File: src/common/cache_params.svh
`ifndef CACHE_PARAMS_SVH
`define CACHE_PARAMS_SVH

// byte address and data word widths
`define ADDR_BITS   32
`define WORD_BITS   64

// address split as tag | index | offset
`define OFFSET_BITS 5
`define INDEX_BITS  6
`define TAG_BITS    21

// geometry of the two-way store
`define CACHE_SETS  64
// words per line, also beats per refill burst
`define LINE_BEATS  4
`define LINE_BITS   256

`endif

File: src/common/cache_pkg.sv
package cache_pkg;

  `include "cache_params.svh"

  // address fields as the cache decodes them
  typedef struct packed {
    logic [`TAG_BITS-1:0]    tag;
    logic [`INDEX_BITS-1:0]  index;
    logic [`OFFSET_BITS-1:0] offset;
  } addrFields_t;

  // same word seen whole or split into fields
  typedef union packed {
    logic [`ADDR_BITS-1:0] raw;
    addrFields_t           f;
  } cacheAddr_u;

  // pipeline read request
  typedef struct packed {
    logic       valid;
    cacheAddr_u addr;
  } cpuReq_t;

  // one refill beat from the memory side
  typedef struct packed {
    logic                  dataValid;
    logic                  last;
    logic [`WORD_BITS-1:0] data;
  } memBeat_t;

  // controller states
  typedef enum logic [2:0] {
    IDLE,
    LOOKUP,
    MISS,
    REFILL,
    FILL,
    REPLY
  } cacheState_e;

endpackage

File: src/rtl/tagStore.sv
`timescale 1ns/1ps

`include "cache_params.svh"

module tagStore (
  input  logic                  clk,
  input  logic                  rst_n,
  input  cache_pkg::cacheAddr_u lookupAddr_i,
  input  cache_pkg::cacheAddr_u reqAddr_i,
  input  logic                  acceptEn_i,
  input  logic                  fillEn_i,
  output logic                  hit_o,
  output logic                  hitWay_o,
  output logic                  victimWay_o
);

  logic [`TAG_BITS-1:0]         tagArr [2][`CACHE_SETS];
  logic [1:0][`CACHE_SETS-1:0]  validArr;
  // per set bit naming the least recently used way
  logic [`CACHE_SETS-1:0]       lruArr;

  logic [`TAG_BITS-1:0] tagQ [2];
  logic [1:0]           validQ;
  logic                 lookupQ;
  logic [1:0]           wayHit;

  // tag write on fill into the victim way
  always_ff @(posedge clk) begin
    if (fillEn_i) begin
      tagArr[victimWay_o][reqAddr_i.f.index] <= reqAddr_i.f.tag;
    end
  end

  // set read registered at acceptance
  always_ff @(posedge clk) begin
    if (acceptEn_i) begin
      for (int w = 0; w < 2; w++) begin
        tagQ[w] <= tagArr[w][lookupAddr_i.f.index];
      end
    end
  end

  always_ff @(posedge clk or negedge rst_n) begin
    if (!rst_n) begin
      validQ  <= '0;
      lookupQ <= 1'b0;
    end else begin
      // high exactly in the cycle after an acceptance
      lookupQ <= acceptEn_i;
      if (acceptEn_i) begin
        validQ <= {validArr[1][lookupAddr_i.f.index], validArr[0][lookupAddr_i.f.index]};
      end
    end
  end

  // compare against the latched request tag
  always_comb begin
    for (int w = 0; w < 2; w++) begin
      wayHit[w] = validQ[w] && (tagQ[w] == reqAddr_i.f.tag);
    end
  end

  assign hit_o       = lookupQ && (|wayHit);
  assign hitWay_o    = wayHit[1];
  assign victimWay_o = lruArr[reqAddr_i.f.index];

  always_ff @(posedge clk or negedge rst_n) begin
    if (!rst_n) begin
      validArr <= '0;
      lruArr   <= '0;
    end else if (hit_o) begin
      // point away from the way just used
      lruArr[reqAddr_i.f.index] <= ~hitWay_o;
    end else if (fillEn_i) begin
      validArr[victimWay_o][reqAddr_i.f.index] <= 1'b1;
      lruArr[reqAddr_i.f.index]               <= ~victimWay_o;
    end
  end

  // fills only follow misses so a tag never sits in both ways
  noDoubleHit: assert property (@(posedge clk) disable iff (!rst_n)
    lookupQ |-> !(wayHit[0] && wayHit[1]));

endmodule

File: config.mk
export PLATFORM = sky130hd
export DESIGN_NAME = tagStore
export DESIGN_NICKNAME = d
export VERILOG_FILES = /design/src/common/cache_pkg.sv /design/src/rtl/tagStore.sv
export VERILOG_INCLUDE_DIRS = /design/src /design/src/common
export SDC_FILE = /design/constraint.sdc
export NUM_CORES = 2
export LEC_CHECK = 0
export BUFFER_PORTS_ARGS = -buffer_cell sky130_fd_sc_hd__buf_2
export CAP_MARGIN = 5
export CORE_MARGIN = 3
export CORE_UTILIZATION = 45
export CTS_CLUSTER_DIAMETER = 40
export DETAILED_ROUTE_END_ITERATION = 7
export SLEW_MARGIN = 30
export SYNTH_ARGS = -nofsm -noshare
export SYNTH_HDL_FRONTEND = slang
export SYNTH_SLANG_ARGS = --single-unit
File: constraint.sdc
create_clock -name clk -period 6.2 [get_ports clk]
set_input_delay 0 -clock clk [delete_from_list [all_inputs] [get_ports clk]]
set_output_delay 0 -clock clk [all_outputs]
set_load 0.03 [all_outputs]
# Yosys cells after proc, flatten, opt, wreduce, memory -nomap -nowiden
# Memory sizes are Yosys's and may differ from the RTL's.
# Cells that the tools add are included.
# op_classes
n_addsub	0
multipliers	0
div	0
n_lt_le_gt_ge	8
eq_ne	2
n_shift	0
mux	26
bitwise_logic	6
reduce_logical	9
# ops
op	count
$mux 1344	1
$bmux 21 s6	2
$mux 64	3
$bwmux 64	2
$or 128x128->128	1
$demux 21 s6	1
$mux 21	5
$demux 64 s1	1
$eq 21x21->1	2
$bmux 1 s6	3
$ge 7x7->1 const B	2
$lt 6x7->1 const B	2
$not 6->7	2
$lt 7x1->1 const B	1
$mux 1	7
$demux 1 s6	1
$ge 6x1->1 const B	1
$logic_and 1x1->1	6
$not 1->1	3
$lt 1x2->1 const B	1
$reduce_and 2->1	1
$reduce_bool 2->1	1
$reduce_or 2->1	1
$ge 1x1->1 const B	1
# word_totals
reg_bits	195
latchBits	0
ramBits	2730
mem_bits_ro	0
in_bits	68
out_inout_bits	3
word_cells	58
mem_count	2
# mem_list
memory	words	word_bits	rd	rd_clocked_by_memory_dff	wr	line_no	rtl
tagArr	2	1344	2	0	1	tagStore.sv:17	logic [`TAG_BITS-1:0] tagArr [2][`CACHE_SETS];
tagQ	2	21	2	0	2	tagStore.sv:22	logic [`TAG_BITS-1:0] tagQ [2];

# Depth between registers and ports, before layout
# depth
depth_word	7
mapped_depth	12
ltp_nobuf	8

# Least setup slack after synthesis
# Ideal clock, no wire load.
# synth_timing
path_kind	reg2reg
start	register lruArr[43]
end	memory tagArr[0][588] (netlist bit) (enable)
setup_time_ns	0.399
arrival_time_ns	3.190
t_required_ns	5.801
slack_ns	2.612
stages_incl_launch_ff	9
path_buffers	2
synth_period_minus_slack_ns	3.588
path_cell_list	dfrtp_1 > mux4_2 > mux2_2 > a22oi_2 > o211ai_1 > or4_1 > buf_2 > buf_1 > nor2_1
# synth_between
elab_chain_cells	2
# synth_rtl
element	line_no	rtl
start, declared	tagStore.sv:20	logic [`CACHE_SETS-1:0] lruArr;
start signal, assigned by index	tagStore.sv:73	lruArr[reqAddr_i.f.index] <= ~hitWay_o;
start signal, assigned by index	tagStore.sv:76	lruArr[reqAddr_i.f.index] <= ~victimWay_o;
$bmux 1 s6	tagStore.sv:65	assign victimWay_o = lruArr[reqAddr_i.f.index];
$mux 1 (not written as such)	tagStore.sv:65	
end, declared	tagStore.sv:17	
# No other way between the ends. The select of a mux whose other input is x is not followed.

==> impl_metrics.toml <==
[yosys]
synth-simple-area-share_pct = 1.06
synth_top_family_by_area = "multiplexers"
syn-cell-area_mm2 = 0.113
synth_nets = 4853
ys_seq_area_share_pct = 76.9
ys.flop_type = "edfxtp_1"
synth-compound-area-share_pct = 1.94
synth-seq-cells = 2925
synth_mux_area_share_pct = 18.7
ys_warn_count = 0
synth_edf_count = 2730
ys_async_sr_fraction_pct = 6.67
synth.avg_cell_area_um2 = 23.6
synthAdderAreaFrac_pct = 0
synth_xor_area_share_pct = 0.326
synth_cell_types = 50
postSynthCellCount = 4785

[pwr]
powerDensity_mw_per_mm2 = 352
cellLeakagePower_nw = 42.2
ir_drop_uv = 246
p_total_mw = 46.5

[layout]
multi_input_area_mm2 = 0.0254
final_cells = 8845
nNetsFinal = 5272
syn_to_final_growth_pct = 17.2
seqCellArea_mm2 = 0.0869
n_fill_cell = 19000
drive_above_1_share_pct = 37.6
fin_area_mm2 = 0.132

[timing]
hold_viol_final = 0
setup-tns-final_ns = 0
finalClockSkew_ns = 0.0514
drv_slew = 0
slew_headroom_pct = 32.2
layout_setup_ws_ns = 2.43
rsz0062_at_grt = "no"
fmax_ghz = 0.265
worstMarginPinSlew_ns = 1.02
fin_crit_sh_pct = 60.8
period_needed_ns = 3.77
finalSetupViolCount = 0

[place]
place_hpwl_um = 155000
port_buffers = 39
pre_cts_ws_ns = 2.25
place.gp.congestion = 0.789
dp.cells = 8096
place_area_mm2 = 0.119

[global_route]
antenna_found_initial = 33
grt_max_degree = 127
grt_pass1_wl_um = 403000
grt_pass1_vias = 54800
grt_overflow = 0
grt_use_total_pct = 21.9

[clock_tree]
cts_htree_levels = 5
clkTransAtPathRegs_ns = 0.06
clock-root-buffer = "clkbuf_16"
clkLatencyLatePin_ns = 0.96
cts-hold-fix-buffers = 47
cts_resized = 0
cts_buffers = 384
cts_sinks = 2925
post-cts-setup-buffer-count = 0
cts_buffer_depth = 4
cts_tree = "yes"

[flow_run]
maxCapViolCount = 0

[critical_path]
end_kind = "output pin"
crit_arrival_ns = 3.77
critPathMaxFanout = 3
critical_path_class = "flip-flop to output pin"
critical_path_required_ns = 6.20
r2r-end = "tagArr[0][537]$_DFFE_PP_"
r2r_setup_slack_ns = 2.52
rr_worst_depth = 8
r2r_start = "lruArr[47]$_DFFE_PN0P_"
critPathLaunchType = "flip-flop"

[hold_path]
worstHoldEndpoint = "tagArr[1][8]$_DFFE_PP_"
min-delay-path-class = "primary input to flip-flop"
hold_path_depth = 2
min-delay-start = "reqAddr_i[19]"

[routing]
dr.first_iter.drc_count = 6368
drtAntennaViolNets = 0
avgRoutedWirePerCell_um = 31.6
drt-total-wl_um = 279000
vias = 53300
firstDrtPassIters = 6
drc = 0
viasPerCell = 6.03

[die]
coreArea_mm2 = 0.249
io_pins = 71
fp.dieW_um = 507
chipHeight_um = 507
rows = 183
initial_core_util_pct = 45.3
dieArea_mm2 = 0.257

[run_status]
status = "finished, final reports clean"
## flip-flops by register name, summed over array words and instances (netlist names)
name,cells
tagArr,2688
tagQ,42
lruArr,64
validQ,2
lookupQ,1
validArr,128
## cell usage in the layout, fill, tap and decap left out, types with 21 or more instances in the layout
master and instances:
nor2_2 102, buf_4 210, clkinv_4 46, buf_12 21
a31o_2 53, bufinv_16 41, clkbuf_1 30, clkinv_2 32
nor2_4 27, o21ai_0 85, inv_6 40, clkinv_1 38
mux2i_1 29, xnor2_1 34, mux4_2 918, o21bai_1 75
dfrtp_1 195, edfxtp_1 2730, clkinvlp_4 44, o21ai_2 60
clkbuf_16 391, dlygate4sd3_1 46, nand2_1 82
## per-stage QoR
step                      util, %  hold WS, ns
after floorplan                 -       -0.296
after global placement       47.6        0.269
after detailed placement     47.7       0.0895
after CTS                    53.0     0.000144
after global routing         53.1       0.0549
final                        53.1       0.0928
## logic make-up (layout without fill, tap and decap cells)
logic type | Yosys count | count (layout)
flops | 2925 | 2925
mux | 960 | 960
compound gates | 296 | 296
simple gates | 281 | 281
buf+inv | 281 | 998
xor+xnor | 42 | 42
other cells | 0 | 13
## report_power, final
part / total, mW / internal [mW] / switching (mW)
Sequential: 22.0 / 21.9 / 0.138
Clock: 21.9 / 13.4 / 8.50
Combinational: 2.56 / 1.05 / 1.51
Total: 46.5 / 36.4 / 10.1
## Yosys cell counts (13+ instances only)
master / count / area, um^2
xnor2_1: 34 / 298
nand3_1: 16 / 80.1
a31o_2: 53 / 464
o21ai_0: 85 / 425
edfxtp_1: 2730 / 82000
dfrtp_1: 195 / 4880
o21bai_1: 75 / 563
o21ai_2: 60 / 526
mux2i_1: 29 / 290
nand2_1: 82 / 308
mux4_2: 918 / 20700
buf_2: 14 / 70.1
nor2_1: 144 / 541
buf_1: 90 / 338
clkbuf_1: 159 / 597
mux2_2: 13 / 146
## final cells by class
| cell class | count | area share, % |
|---|---|---|
| Sequential cell | 2925 | 65.7 |
| Multi-Input combinational cell | 1579 | 19.2 |
| Clock buffer | 425 | 7.52 |
| Tap cell | 3330 | 3.15 |
| Timing Repair Buffer | 309 | 2.28 |
| Clock inverter | 259 | 2.14 |
| Antenna cell | 13 | 0.0246 |
| Inverter | 5 | 0.0142 |
## critical path: stages (launching register included)
cell,delay [ns]
edfxtp_1,0.39
xnor2_1,0.25
nand4_1,0.28
nor4_1,0.79
a22oi_1,0.26
nor2_1,0.54
buf_2,0.32
## metal layers
metal  part of all wire [%]  track usage (%)  vias to the layer above
met4                    2.2             5.56                        0
met5                      0                0                        -
li1                       -                -                    21400
met1                     43             32.5                    29400
met3                    7.1             3.56                      361
met2                     48             34.2                     2131
## worst max path at each step
| stage | endpoint | start | slack (ns) |
|---|---|---|---|
| after floorplan | tagArr[0][588]$_DFFE_PP_ | lruArr[43]$_DFFE_PN0P_ | 2.61 |
| after global placement | lruArr[17]$_DFFE_PN0P_ | reqAddr_i[7] | 2.04 |
| after detailed placement | lruArr[17]$_DFFE_PN0P_ | reqAddr_i[7] | 2.25 |
| after CTS | hit_o | tagQ[0][8]$_DFFE_PP_ | 2.25 |
| after global routing | hit_o | reqAddr_i[11] | 2.32 |
| final | hit_o | tagQ[0][8]$_DFFE_PP_ | 2.43 |
Power figures use the tool's default switching activity.
