### src/common/cache_params.svh
`ifndef CACHE_PARAMS_SVH
`define CACHE_PARAMS_SVH

// byte address and data word widths
`define ADDR_BITS   32
`define WORD_BITS   64

// address split as tag | index | offset
`define OFFSET_BITS 5
`define INDEX_BITS  6
`define TAG_BITS    21

// geometry of the two-way store
`define CACHE_SETS  64
// words per line, also beats per refill burst
`define LINE_BEATS  4
`define LINE_BITS   256

`endif

### src/common/cache_pkg.sv
package cache_pkg;

  `include "cache_params.svh"

  // address fields as the cache decodes them
  typedef struct packed {
    logic [`TAG_BITS-1:0]    tag;
    logic [`INDEX_BITS-1:0]  index;
    logic [`OFFSET_BITS-1:0] offset;
  } addrFields_t;

  // same word seen whole or split into fields
  typedef union packed {
    logic [`ADDR_BITS-1:0] raw;
    addrFields_t           f;
  } cacheAddr_u;

  // pipeline read request
  typedef struct packed {
    logic       valid;
    cacheAddr_u addr;
  } cpuReq_t;

  // one refill beat from the memory side
  typedef struct packed {
    logic                  dataValid;
    logic                  last;
    logic [`WORD_BITS-1:0] data;
  } memBeat_t;

  // controller states
  typedef enum logic [2:0] {
    IDLE,
    LOOKUP,
    MISS,
    REFILL,
    FILL,
    REPLY
  } cacheState_e;

endpackage

### src/rtl/cacheCtrl.sv
`timescale 1ns/1ps

module cacheCtrl (
  input  logic                  clk,
  input  logic                  rst_n,
  input  cache_pkg::cpuReq_t    cpuReq_i,
  input  logic                  hit_i,
  input  logic                  lineDone_i,
  input  logic                  memRdReady_i,
  output logic                  addrOk_o,
  output logic                  dataOk_o,
  output logic                  memRdValid_o,
  output cache_pkg::cacheAddr_u reqAddr_o,
  output logic                  acceptEn_o,
  output logic                  refillEn_o,
  output logic                  fillEn_o,
  output logic                  replyEn_o
);

  cache_pkg::cacheState_e curState;
  cache_pkg::cacheState_e nextState;

  always_ff @(posedge clk or negedge rst_n) begin
    if (!rst_n) begin
      curState <= cache_pkg::IDLE;
    end else begin
      curState <= nextState;
    end
  end

  always_comb begin
    nextState = curState;
    case (curState)
      cache_pkg::IDLE: begin
        if (cpuReq_i.valid) begin
          nextState = cache_pkg::LOOKUP;
        end
      end
      cache_pkg::LOOKUP: begin
        // a hit may chain straight into the next lookup
        if (!hit_i) begin
          nextState = cache_pkg::MISS;
        end else if (!cpuReq_i.valid) begin
          nextState = cache_pkg::IDLE;
        end
      end
      cache_pkg::MISS: begin
        if (memRdReady_i) begin
          nextState = cache_pkg::REFILL;
        end
      end
      cache_pkg::REFILL: begin
        if (lineDone_i) begin
          nextState = cache_pkg::FILL;
        end
      end
      cache_pkg::FILL:  nextState = cache_pkg::REPLY;
      cache_pkg::REPLY: nextState = cache_pkg::IDLE;
      default:          nextState = cache_pkg::IDLE;
    endcase
  end

  // take requests when idle or right behind a hit
  assign addrOk_o   = (curState == cache_pkg::IDLE) ||
                      ((curState == cache_pkg::LOOKUP) && hit_i);
  assign acceptEn_o = cpuReq_i.valid && addrOk_o;

  // request address held for the whole access
  always_ff @(posedge clk) begin
    if (acceptEn_o) begin
      reqAddr_o <= cpuReq_i.addr;
    end
  end

  // issue cycle only when memory is ready
  assign memRdValid_o = (curState == cache_pkg::MISS) && memRdReady_i;
  assign refillEn_o   = (curState == cache_pkg::REFILL);
  assign fillEn_o     = (curState == cache_pkg::FILL);
  assign replyEn_o    = (curState == cache_pkg::REPLY);
  // hit answers in lookup, miss answers from the buffer in reply
  assign dataOk_o     = ((curState == cache_pkg::LOOKUP) && hit_i) || replyEn_o;

  // tag compare strobe must line up with the lookup state
  hitOnlyInLookup: assert property (@(posedge clk) disable iff (!rst_n)
    hit_i |-> (curState == cache_pkg::LOOKUP));

endmodule

### config.mk
export PLATFORM = sky130hd
export DESIGN_NAME = cacheCtrl
export DESIGN_NICKNAME = d
export VERILOG_FILES = /design/src/common/cache_pkg.sv /design/src/rtl/cacheCtrl.sv
export VERILOG_INCLUDE_DIRS = /design/src /design/src/common
export SDC_FILE = /design/constraint.sdc
export NUM_CORES = 1
export LEC_CHECK = 0
export BUFFER_PORTS_ARGS = -buffer_cell sky130_fd_sc_hd__buf_2
export CORE_MARGIN = 1.5
export CORE_UTILIZATION = 43
export CTS_CLUSTER_SIZE = 28
export DETAILED_ROUTE_END_ITERATION = 8
export GPL_ROUTABILITY_DRIVEN = 0
export PLACE_DENSITY = 0.81
export SYNTH_ARGS = -nofsm -noshare
export SYNTH_HDL_FRONTEND = slang
export SYNTH_SLANG_ARGS = --single-unit
### constraint.sdc
create_clock -name clk -period 4.3 [get_ports clk]
set_input_delay 0.215 -clock clk [delete_from_list [all_inputs] [get_ports clk]]
set_output_delay 0.215 -clock clk [all_outputs]
set_load 0.05 [all_outputs]
After elaboration in Yosys (flattened, before gate mapping)
Cells that the tools add are included.
- register bits: 35
- bits in latches: 0
- bits in writable memories: 0
- memory bits (read-only): 0
- input bits: 38
- memories kept: 0
- $add $sub $neg: 0
- multipliers: 0
- divide/modulo/power cells: 0
- magnitude comparators: 0
- equality and inequality tests: 9
- shift operators: 0
- muxes and demuxes: 6
- bitwise logic cells: 0
- reduce and logical (&&, ||, !) cells: 7
- operators by type and width (kind ; number):
    $mux 3 ; 5
    $pmux 3 s5 ; 1
    $eq 3x2->1 const B ; 2
    $eq 3x3->1 const B ; 2
    $ne 2x2->1 const B ; 3
    $reduce_and 4->1 ; 1
    $eq 3x1->1 const B ; 1
    $logic_and 1x1->1 ; 3
    $logic_not 3->1 ; 1
    $ne 3x3->1 const B ; 1
    $logic_or 1x1->1 ; 2

Logic depth before layout (Yosys ltp)
Gate-level depths: netlist (run 1).
- depth after elaboration: 4
- gate-level depth with buffers: 4

Worst setup path after synthesis (run 1)
Ideal clock, no wire load.
- kind: register to register
- start: register curState[1]
- end: register reqAddr_o[0] (netlist bit), enable pin
- setup time: 408 ps
- arrival time: 3015 ps
- slack: 877 ps
- stages on the path, launching flop included: 4
- buffers on the path: 1
- cell sequence: dfrtp_1 buf_4 a211oi_1 and2_1
- longest elaborated chain between the ends: 4
- RTL lines (what ; line ; RTL):
    start: declaration ; cacheCtrl.sv:20 ; cache_pkg::cacheState_e curState;
    start signal: assignment ; cacheCtrl.sv:25 ; curState <= cache_pkg::IDLE;
    start signal: assignment ; cacheCtrl.sv:27 ; curState <= nextState;
    $eq 3x1->1 ; cacheCtrl.sv:65 ; ((curState == cache_pkg::LOOKUP) && hit_i);
    $logic_and 1x1->1 ; cacheCtrl.sv:65 ;
    $logic_or 1x1->1 * ; cacheCtrl.sv:64 ; assign addrOk_o = (curState == cache_pkg::IDLE) ||
    net addrOk_o ; cacheCtrl.sv:10 ; output logic addrOk_o,
    $logic_and 1x1->1 * ; cacheCtrl.sv:66 ; assign acceptEn_o = cpuReq_i.valid && addrOk_o;
    net acceptEn_o ; cacheCtrl.sv:14 ; output logic acceptEn_o,
    end signal: assignment ; cacheCtrl.sv:71 ; reqAddr_o <= cpuReq_i.addr;
    end: declaration ; cacheCtrl.sv:13 ; output cache_pkg::cacheAddr_u reqAddr_o,
Mark *: on every way through the listed nets, which the timed path passes. The rest lies on a longest branch.
A chain may end at the register's enable or synchronous reset.

Worst setup path in the final report (run 1)
- start: register curState[1]
- end: output port acceptEn_o
- longest elaborated chain between the ends: 4
- RTL lines (what ; line):
    $eq 3x1->1 ; cacheCtrl.sv:65
    $logic_and 1x1->1 ; cacheCtrl.sv:65
    $logic_or 1x1->1 * ; cacheCtrl.sv:64
    $logic_and 1x1->1 * ; cacheCtrl.sv:66
    end: declaration ; cacheCtrl.sv:14
Mark *: on every way between the ends. The rest lies on a longest branch, timed or not.

==> summary.md, run 1 <==
| Metric | Value |
|---|---|
| Iteration-0 DRC Markers | `11` |
| Die H | `55.05 um` |
| Power Density | `709.6 mW/mm2` |
| Synthesized area | `0.001165 mm2` |
| Routed WL per cell | `13.87 um` |
| Worst EP required | `4.09 ns` |
| Starting Density | `0.4618` |
| Via/cell ratio | `4.763` |
| Reg2reg setup slack | `2.06 ns` |
| VDD IR-drop max | `0.4693 mV` |
| CTS Buf Count | `5` |
| Max stage delay cell, worst path | `and2_1` |
| Crit path max fanout | `21` |
| Nets | `180` |
| # port buffers | `76` |
| DPL Wire Length | `1929 um` |
| CTS sink count | `35` |
| Final-report hold violation count | `0` |
| Setup TNS | `0 ns` |
| Largest net degree at the start of global routing | `22` |
| Core ar. | `0.002522 mm2` |
| #FFs+latches synth | `35` |
| Synth Net Count | `96` |
| Grt ovf | `0` |
| Max-capacitance violation count | `0` |
| Warnings, synthesis | `0` |
| R2R Path End | `reqAddr_o[6]$_DFFE_PP_` |
| Setup violators final | `0` |
| H-tree level count | `2` |
| Slew @ Worst Pin | `0.8809 ns` |
| CTS tree | `yes` |
| Ratio of cells with drive above 1 in the final layout | `0.5734` |
| Inst Count DP | `164` |
| Global-route track usage on met3 | `0.06989` |
| Diodes inserted | `0` |
| Rows | `18` |
| Avg Synthesized Cell Area | `20.08 um2` |
| First drt pass iteration count | `4` |
| Synth Instances | `58` |
| Post-CTS Setup Bufs | `0` |
| M1 GR Usage | `0.1667` |
| Crit path cell chain | `a211oi_1 -> and2_1 -> buf_2` |
| Layer with the highest usage | `met2` |
| Outcome | `finished, final reports clean` |
| Worst EP arrival | `2.32 ns` |
| CTS resizes | `0` |
| Die X | `55.05 um` |
| Worst-path clk slew | `0.09 ns` |
| Vias in the first global route | `779` |
| Worst hold path type | `in -> reg` |
| Min Tclk post-route | `2.539 ns` |
| Most frequent cells in the layout | `buf_2, edfxtp_1, clkbuf_4` |
| Drc violations | `0` |
| Fin cells | `173` |
| CP startpoint kind | `register` |
| Type of element capturing the critical path | `output pin` |
| Pins Over Slew Limit | `0` |
| RSZ-0062 raised after global routing | `no` |
| Clk root buf | `clkbuf_4` |
| Final period util | `0.5906` |
| I/O pin count | `77` |
| CP Class | `reg -> out` |
| Most common cell after layout, fill and taps aside | `buf_2` |
| Max incr delay on CP | `0.77 ns` |
| Max_slew headroom | `0.4127` |
| Sequential fraction of the synthesis area | `0.8894` |
| Layout area overhead | `40.92%` |
| Hold path start | `cpuReq_i[0]` |
| Hold EP | `reqAddr_o[0]$_DFFE_PP_` |
| Via count | `824` |
| Clock Path Buffers | `2` |
| Post-synthesis cell type count | `16` |
| Fin Clk Skew | `0.001718 ns` |
| Fmax | `0.3938 GHz` |
| Antenna-violating nets left | `0` |
| R2R Path Start | `curState[1]$_DFFE_PN0P_` |
| Fin util | `0.6508` |
| Reg2Reg Depth | `3` |
| First-pass GRT wire length | `3332 um` |
| Hold Path Stages | `1` |
| WL final | `2400 um` |
| Global routing usage on met2 | `0.2976` |
| Initial antenna violation count | `0` |
| All-Layer GR Usage | `0.1707` |
| Die Area | `0.003030 mm2` |
| Final Power | `1.165 mW` |
| Clk Latency, worst-skew pair | `0.32 ns` |
| Leak Pwr | `0.7422 nW` |
[routing by layer]
layer  routed length, um  part of all wire
met2                1185              0.49
met4                  41             0.017
met1                 856              0.36
met3                 316              0.13
met5                   0                 0
[repair_timing]
| item | CTS | global route |
|---|---|---|
| hold endpoints to repair | 3 | 0 |
| hold buffers | 1 | 0 |
| endpoints found under the setup margin | 0 | 0 |
[critical path, delay by kind of cell (launching register included)]
family	cells	cell delay, ns
simple gates	1	0.77
flops	1	0.48
buf+inv	1	0.40
compound gates	1	0.35
[Yosys cell counts]
library cell	instances	share of area
inv_1	3	0.0097
a21o_1	1	0.0064
nor2_1	3	0.0097
and3_1	1	0.0054
edfxtp_1	32	0.82
a211oi_1	1	0.0064
and2_1	1	0.0054
a2bb2oi_1	1	0.0075
buf_4	1	0.0064
a2111oi_0	1	0.0075
or4_1	1	0.0064
a21oi_1	1	0.0043
nand2b_1	3	0.016
nor3_1	3	0.013
dfrtp_1	3	0.064
nand2_1	2	0.0064
[registers in the layout (all words and copies together), names as in the netlist]
signal / cells
reqAddr_o: 32
curState: 3
[power by group]
| part | internal, mW | switching, mW |
|---|---|---|
| registers | 0.473 | 0.0375 |
| clock network | 0.0651 | 0.0941 |
| logic | 0.0972 | 0.398 |
[worst max-delay path by stage]
stage | startpoint | to | slack [ns] | cells after the start
after floorplan | curState[1]$_DFFE_PN0P_ | reqAddr_o[0]$_DFFE_PP_ | 0.88 | 3
after global placement | curState[1]$_DFFE_PN0P_ | reqAddr_o[1]$_DFFE_PP_ | 2.25 | 3
after detailed placement | curState[1]$_DFFE_PN0P_ | reqAddr_o[14]$_DFFE_PP_ | 2.07 | 3
after CTS | curState[1]$_DFFE_PN0P_ | acceptEn_o | 1.74 | 3
after global routing | curState[1]$_DFFE_PN0P_ | acceptEn_o | 1.64 | 3
final | curState[1]$_DFFE_PN0P_ | acceptEn_o | 1.76 | 3
[per-stage QoR]
step                hold WS, ns  worst slack, ns  instance area [um2]
finish                  0.06290            1.761                 1642
global route            0.03478            1.640                 1642
floorplan              -0.08059           0.8769                 1165
detailed placement      0.01654            2.067                 1583
CTS                     0.04627            1.739                 1642
global placement        0.01236            2.254                 1583
[layout make-up]
class | count | area, um2
Sequential cell | 35 | 1036
Fill cell | 201 | 880.8
Timing Repair Buffer | 78 | 397.9
Multi-Input combinational cell | 19 | 110.1
Clock buffer | 8 | 48.80
Tap cell | 30 | 37.54
Inverter | 3 | 11.26
[cells by family after synthesis]
group           share of synthesized area
compound gates                    0.03223
buf+inv                           0.01611
flops                              0.8894
simple gates                      0.06231
No activity file was read; power rests on OpenSTA's default activity.
==> run 2, diff against run 1 <==
--- a/config.mk
+++ b/config.mk
@@ -8,11 +8,11 @@
 export LEC_CHECK = 0
 export BUFFER_PORTS_ARGS = -buffer_cell sky130_fd_sc_hd__buf_2
 export CORE_MARGIN = 1.5
-export CORE_UTILIZATION = 43
+export CORE_UTILIZATION = 40
 export CTS_CLUSTER_SIZE = 28
 export DETAILED_ROUTE_END_ITERATION = 8
 export GPL_ROUTABILITY_DRIVEN = 0
-export PLACE_DENSITY = 0.81
+export PLACE_DENSITY = 0.76
 export SYNTH_ARGS = -nofsm -noshare
 export SYNTH_HDL_FRONTEND = slang
 export SYNTH_SLANG_ARGS = --single-unit
==> constraint.sdc (replaced) <==
create_clock -name clk -period 2.4 [get_ports clk]
set_input_delay 0.12 -clock clk [delete_from_list [all_inputs] [get_ports clk]]
set_output_delay 0.12 -clock clk [all_outputs]
set_load 0.05 [all_outputs]
==> summary.md, run 2 (same netlist as run 1, synthesis figures left out) <==
| Metric | Value |
|---|---|
| Type of element capturing the critical path | `output pin` |
| CTS Buf Count | `5 (unchanged)` |
| VDD IR-drop max | `0.9816 mV (+110%)` |
| Layout area overhead | `71.32%` |
| Nets | `211 (+17%)` |
| Vias in the first global route | `951 (+22%)` |
| Fin Clk Skew | `0.009769 ns (+0.008051 ns)` |
| Die Area | `0.003245 mm2 (+7.1%)` |
| Slew @ Worst Pin | `0.3683 ns (-0.5126 ns)` |
| Final-report hold violation count | `0 (unchanged)` |
| Final Power | `2.263 mW (+94%)` |
| Clock Path Buffers | `2 (unchanged)` |
| Leak Pwr | `0.8924 nW (+20%)` |
| Setup violators final | `0 (unchanged)` |
| Pins Over Slew Limit | `0 (unchanged)` |
| Clk root buf | `clkbuf_4` |
| Power Density | `1134 mW/mm2 (+60%)` |
| Reg2reg setup slack | `0.85 ns (-1.21 ns)` |
| Worst-path clk slew | `0.10 ns (about the same)` |
| Setup TNS | `0 ns (unchanged)` |
| Fmax | `0.4970 GHz` |
| Routed WL per cell | `14.26 um (+2.8%)` |
| CTS sink count | `35 (unchanged)` |
| Grt ovf | `0 (unchanged)` |
| Antenna-violating nets left | `0 (unchanged)` |
| First-pass GRT wire length | `4512 um (+35%)` |
| Final period util | `0.8383` |
| H-tree level count | `2 (unchanged)` |
| Global-route track usage on met3 | `0.09297 (+0.02308)` |
| Die H | `56.97 um (+3.5%)` |
| Core ar. | `0.002758 mm2 (+9.3%)` |
| Largest Register | `reqAddr_o` |
| Min Tclk post-route | `2.012 ns` |
| Die X | `56.97 um (+3.5%)` |
| DPL Wire Length | `1739 um (-9.8%)` |
| CP startpoint kind | `register` |
| Outcome | `finished, final reports clean` |
| WL final | `2924 um (+22%)` |
| Fin util | `0.7237 (+0.07289)` |
| Worst hold path type | `in -> reg` |
| All-Layer GR Usage | `0.1929 (+0.02216)` |
| Max_slew headroom | `0.7481 (+0.3354)` |
| M1 GR Usage | `0.2096 (+0.04296)` |
| Iteration-0 DRC Markers | `18 (+7)` |
| CTS resizes | `0 (unchanged)` |
| CTS tree | `yes` |
| I/O pin count | `77 (unchanged)` |
| CP Class | `reg -> out` |
| Largest regs | `reqAddr_o (32), curState (3)` |
| Via count | `967 (+17%)` |
| Worst EP arrival | `1.89 ns (-0.43 ns)` |
| Layer with the highest usage | `met2` |
| Most common cell after layout, fill and taps aside | `buf_2` |
| Initial antenna violation count | `0 (unchanged)` |
| Via/cell ratio | `4.717 (-0.96%)` |
| Post-CTS Setup Bufs | `0 (unchanged)` |
| Largest net degree at the start of global routing | `34 (+55%)` |
| Rows | `19 (+1)` |
| Max-capacitance violation count | `0 (unchanged)` |
| Most frequent cells in the layout | `buf_2, dlygate4sd3_1, edfxtp_1, clkbuf_4` |
| Max FFs per register | `32 (unchanged)` |
| RSZ-0062 raised after global routing | `no` |
| Clk Latency, worst-skew pair | `0.34 ns (+0.02 ns)` |
| Ratio of cells with drive above 1 in the final layout | `0.4943 (-0.07917)` |
| Worst EP required | `2.28 ns (-1.81 ns)` |
| Starting Density | `0.4224 (-0.03939)` |
| First drt pass iteration count | `4 (unchanged)` |
| # port buffers | `76 (unchanged)` |
| Diodes inserted | `0 (unchanged)` |
| Crit path max fanout | `33 (+57%)` |
| Drc violations | `0 (unchanged)` |
| Worst setup margin | `0.3880 ns (-1.373 ns)` |
| Setup WS pre-CTS | `0.7781 ns (-1.289 ns)` |
| Global routing usage on met2 | `0.3284 (+0.03079)` |
==> run 2: cell count changes in the layout (fill, tap and decap cells not counted), sizes merged <==
cell | previous run | this run
dlygate4sd3 | 1 | 33
clkbuf | 8 | 5
clkinv | 0 | 2
buf | 77 | 76
bufinv | 0 | 1
==> run 2: worst paths after layout <==
check | startpoint | end | depth (start not counted)
setup / recovery | curState[1]$_DFFE_PN0P_ | acceptEn_o | 3
hold / removal | lineDone_i | curState[2]$_DFFE_PN0P_ | 2
setup reg to reg | curState[1]$_DFFE_PN0P_ | reqAddr_o[21]$_DFFE_PP_ | 2
hold reg to reg | curState[2]$_DFFE_PN0P_ | curState[1]$_DFFE_PN0P_ | 1
max in group asynchronous | rst_n | curState[1]$_DFFE_PN0P_ | 2
min in group asynchronous | rst_n | curState[2]$_DFFE_PN0P_ | 2
==> run 2: layout make-up <==
class                           instances  area (um2)
Clock buffer                            5       37.54
Inverter                                3       11.26
Fill cell                             186       762.0
Multi-Input combinational cell         19       117.6
Tap cell                               31       38.79
Timing Repair Buffer                  109       710.7
Clock inverter                          3       43.79
Sequential cell                        35        1036
==> run 2: timing repair <==
action,in CTS,in global routing
hold buffers,33,0
hold endpoints to repair,35,0
setup endpoints to repair,0,0
==> run 2: per-layer routing <==
layer  up-vias  part of all wire  wire length, um
met5         -                 0                0
met4         0             0.014               42
met3         5              0.12              344
met2        64              0.51             1497
met1       446              0.36             1039
li1        452                 -                -
==> run 2: per-stage QoR <==
stage | instance area, um2 | hold WS [ns] | instances
finish | 1996 | 0.04168 | 205
global route | 1996 | 0.03478 | 205
CTS | 1996 | 0.01800 | 205
detailed placement | 1584 | -0.07860 | 164
global placement | 1584 | -0.08255 | 164
floorplan | 1172 | -0.1756 | 58
==> run 2: where the power goes <==
part           total, mW  switching [mW]  internal, mW  leakage [nW]
Combinational      0.932           0.723         0.210         0.508
Sequential         0.917          0.0708         0.846         0.340
Clock              0.413           0.194         0.219        0.0452
Total               2.26           0.988          1.28         0.892
==> run 2: critical path, stage by stage, from the launching register on <==
cell and delay [ns]:
dfrtp_1 0.48, a211oi_2 0.28, and2_4 0.45, buf_2 0.35
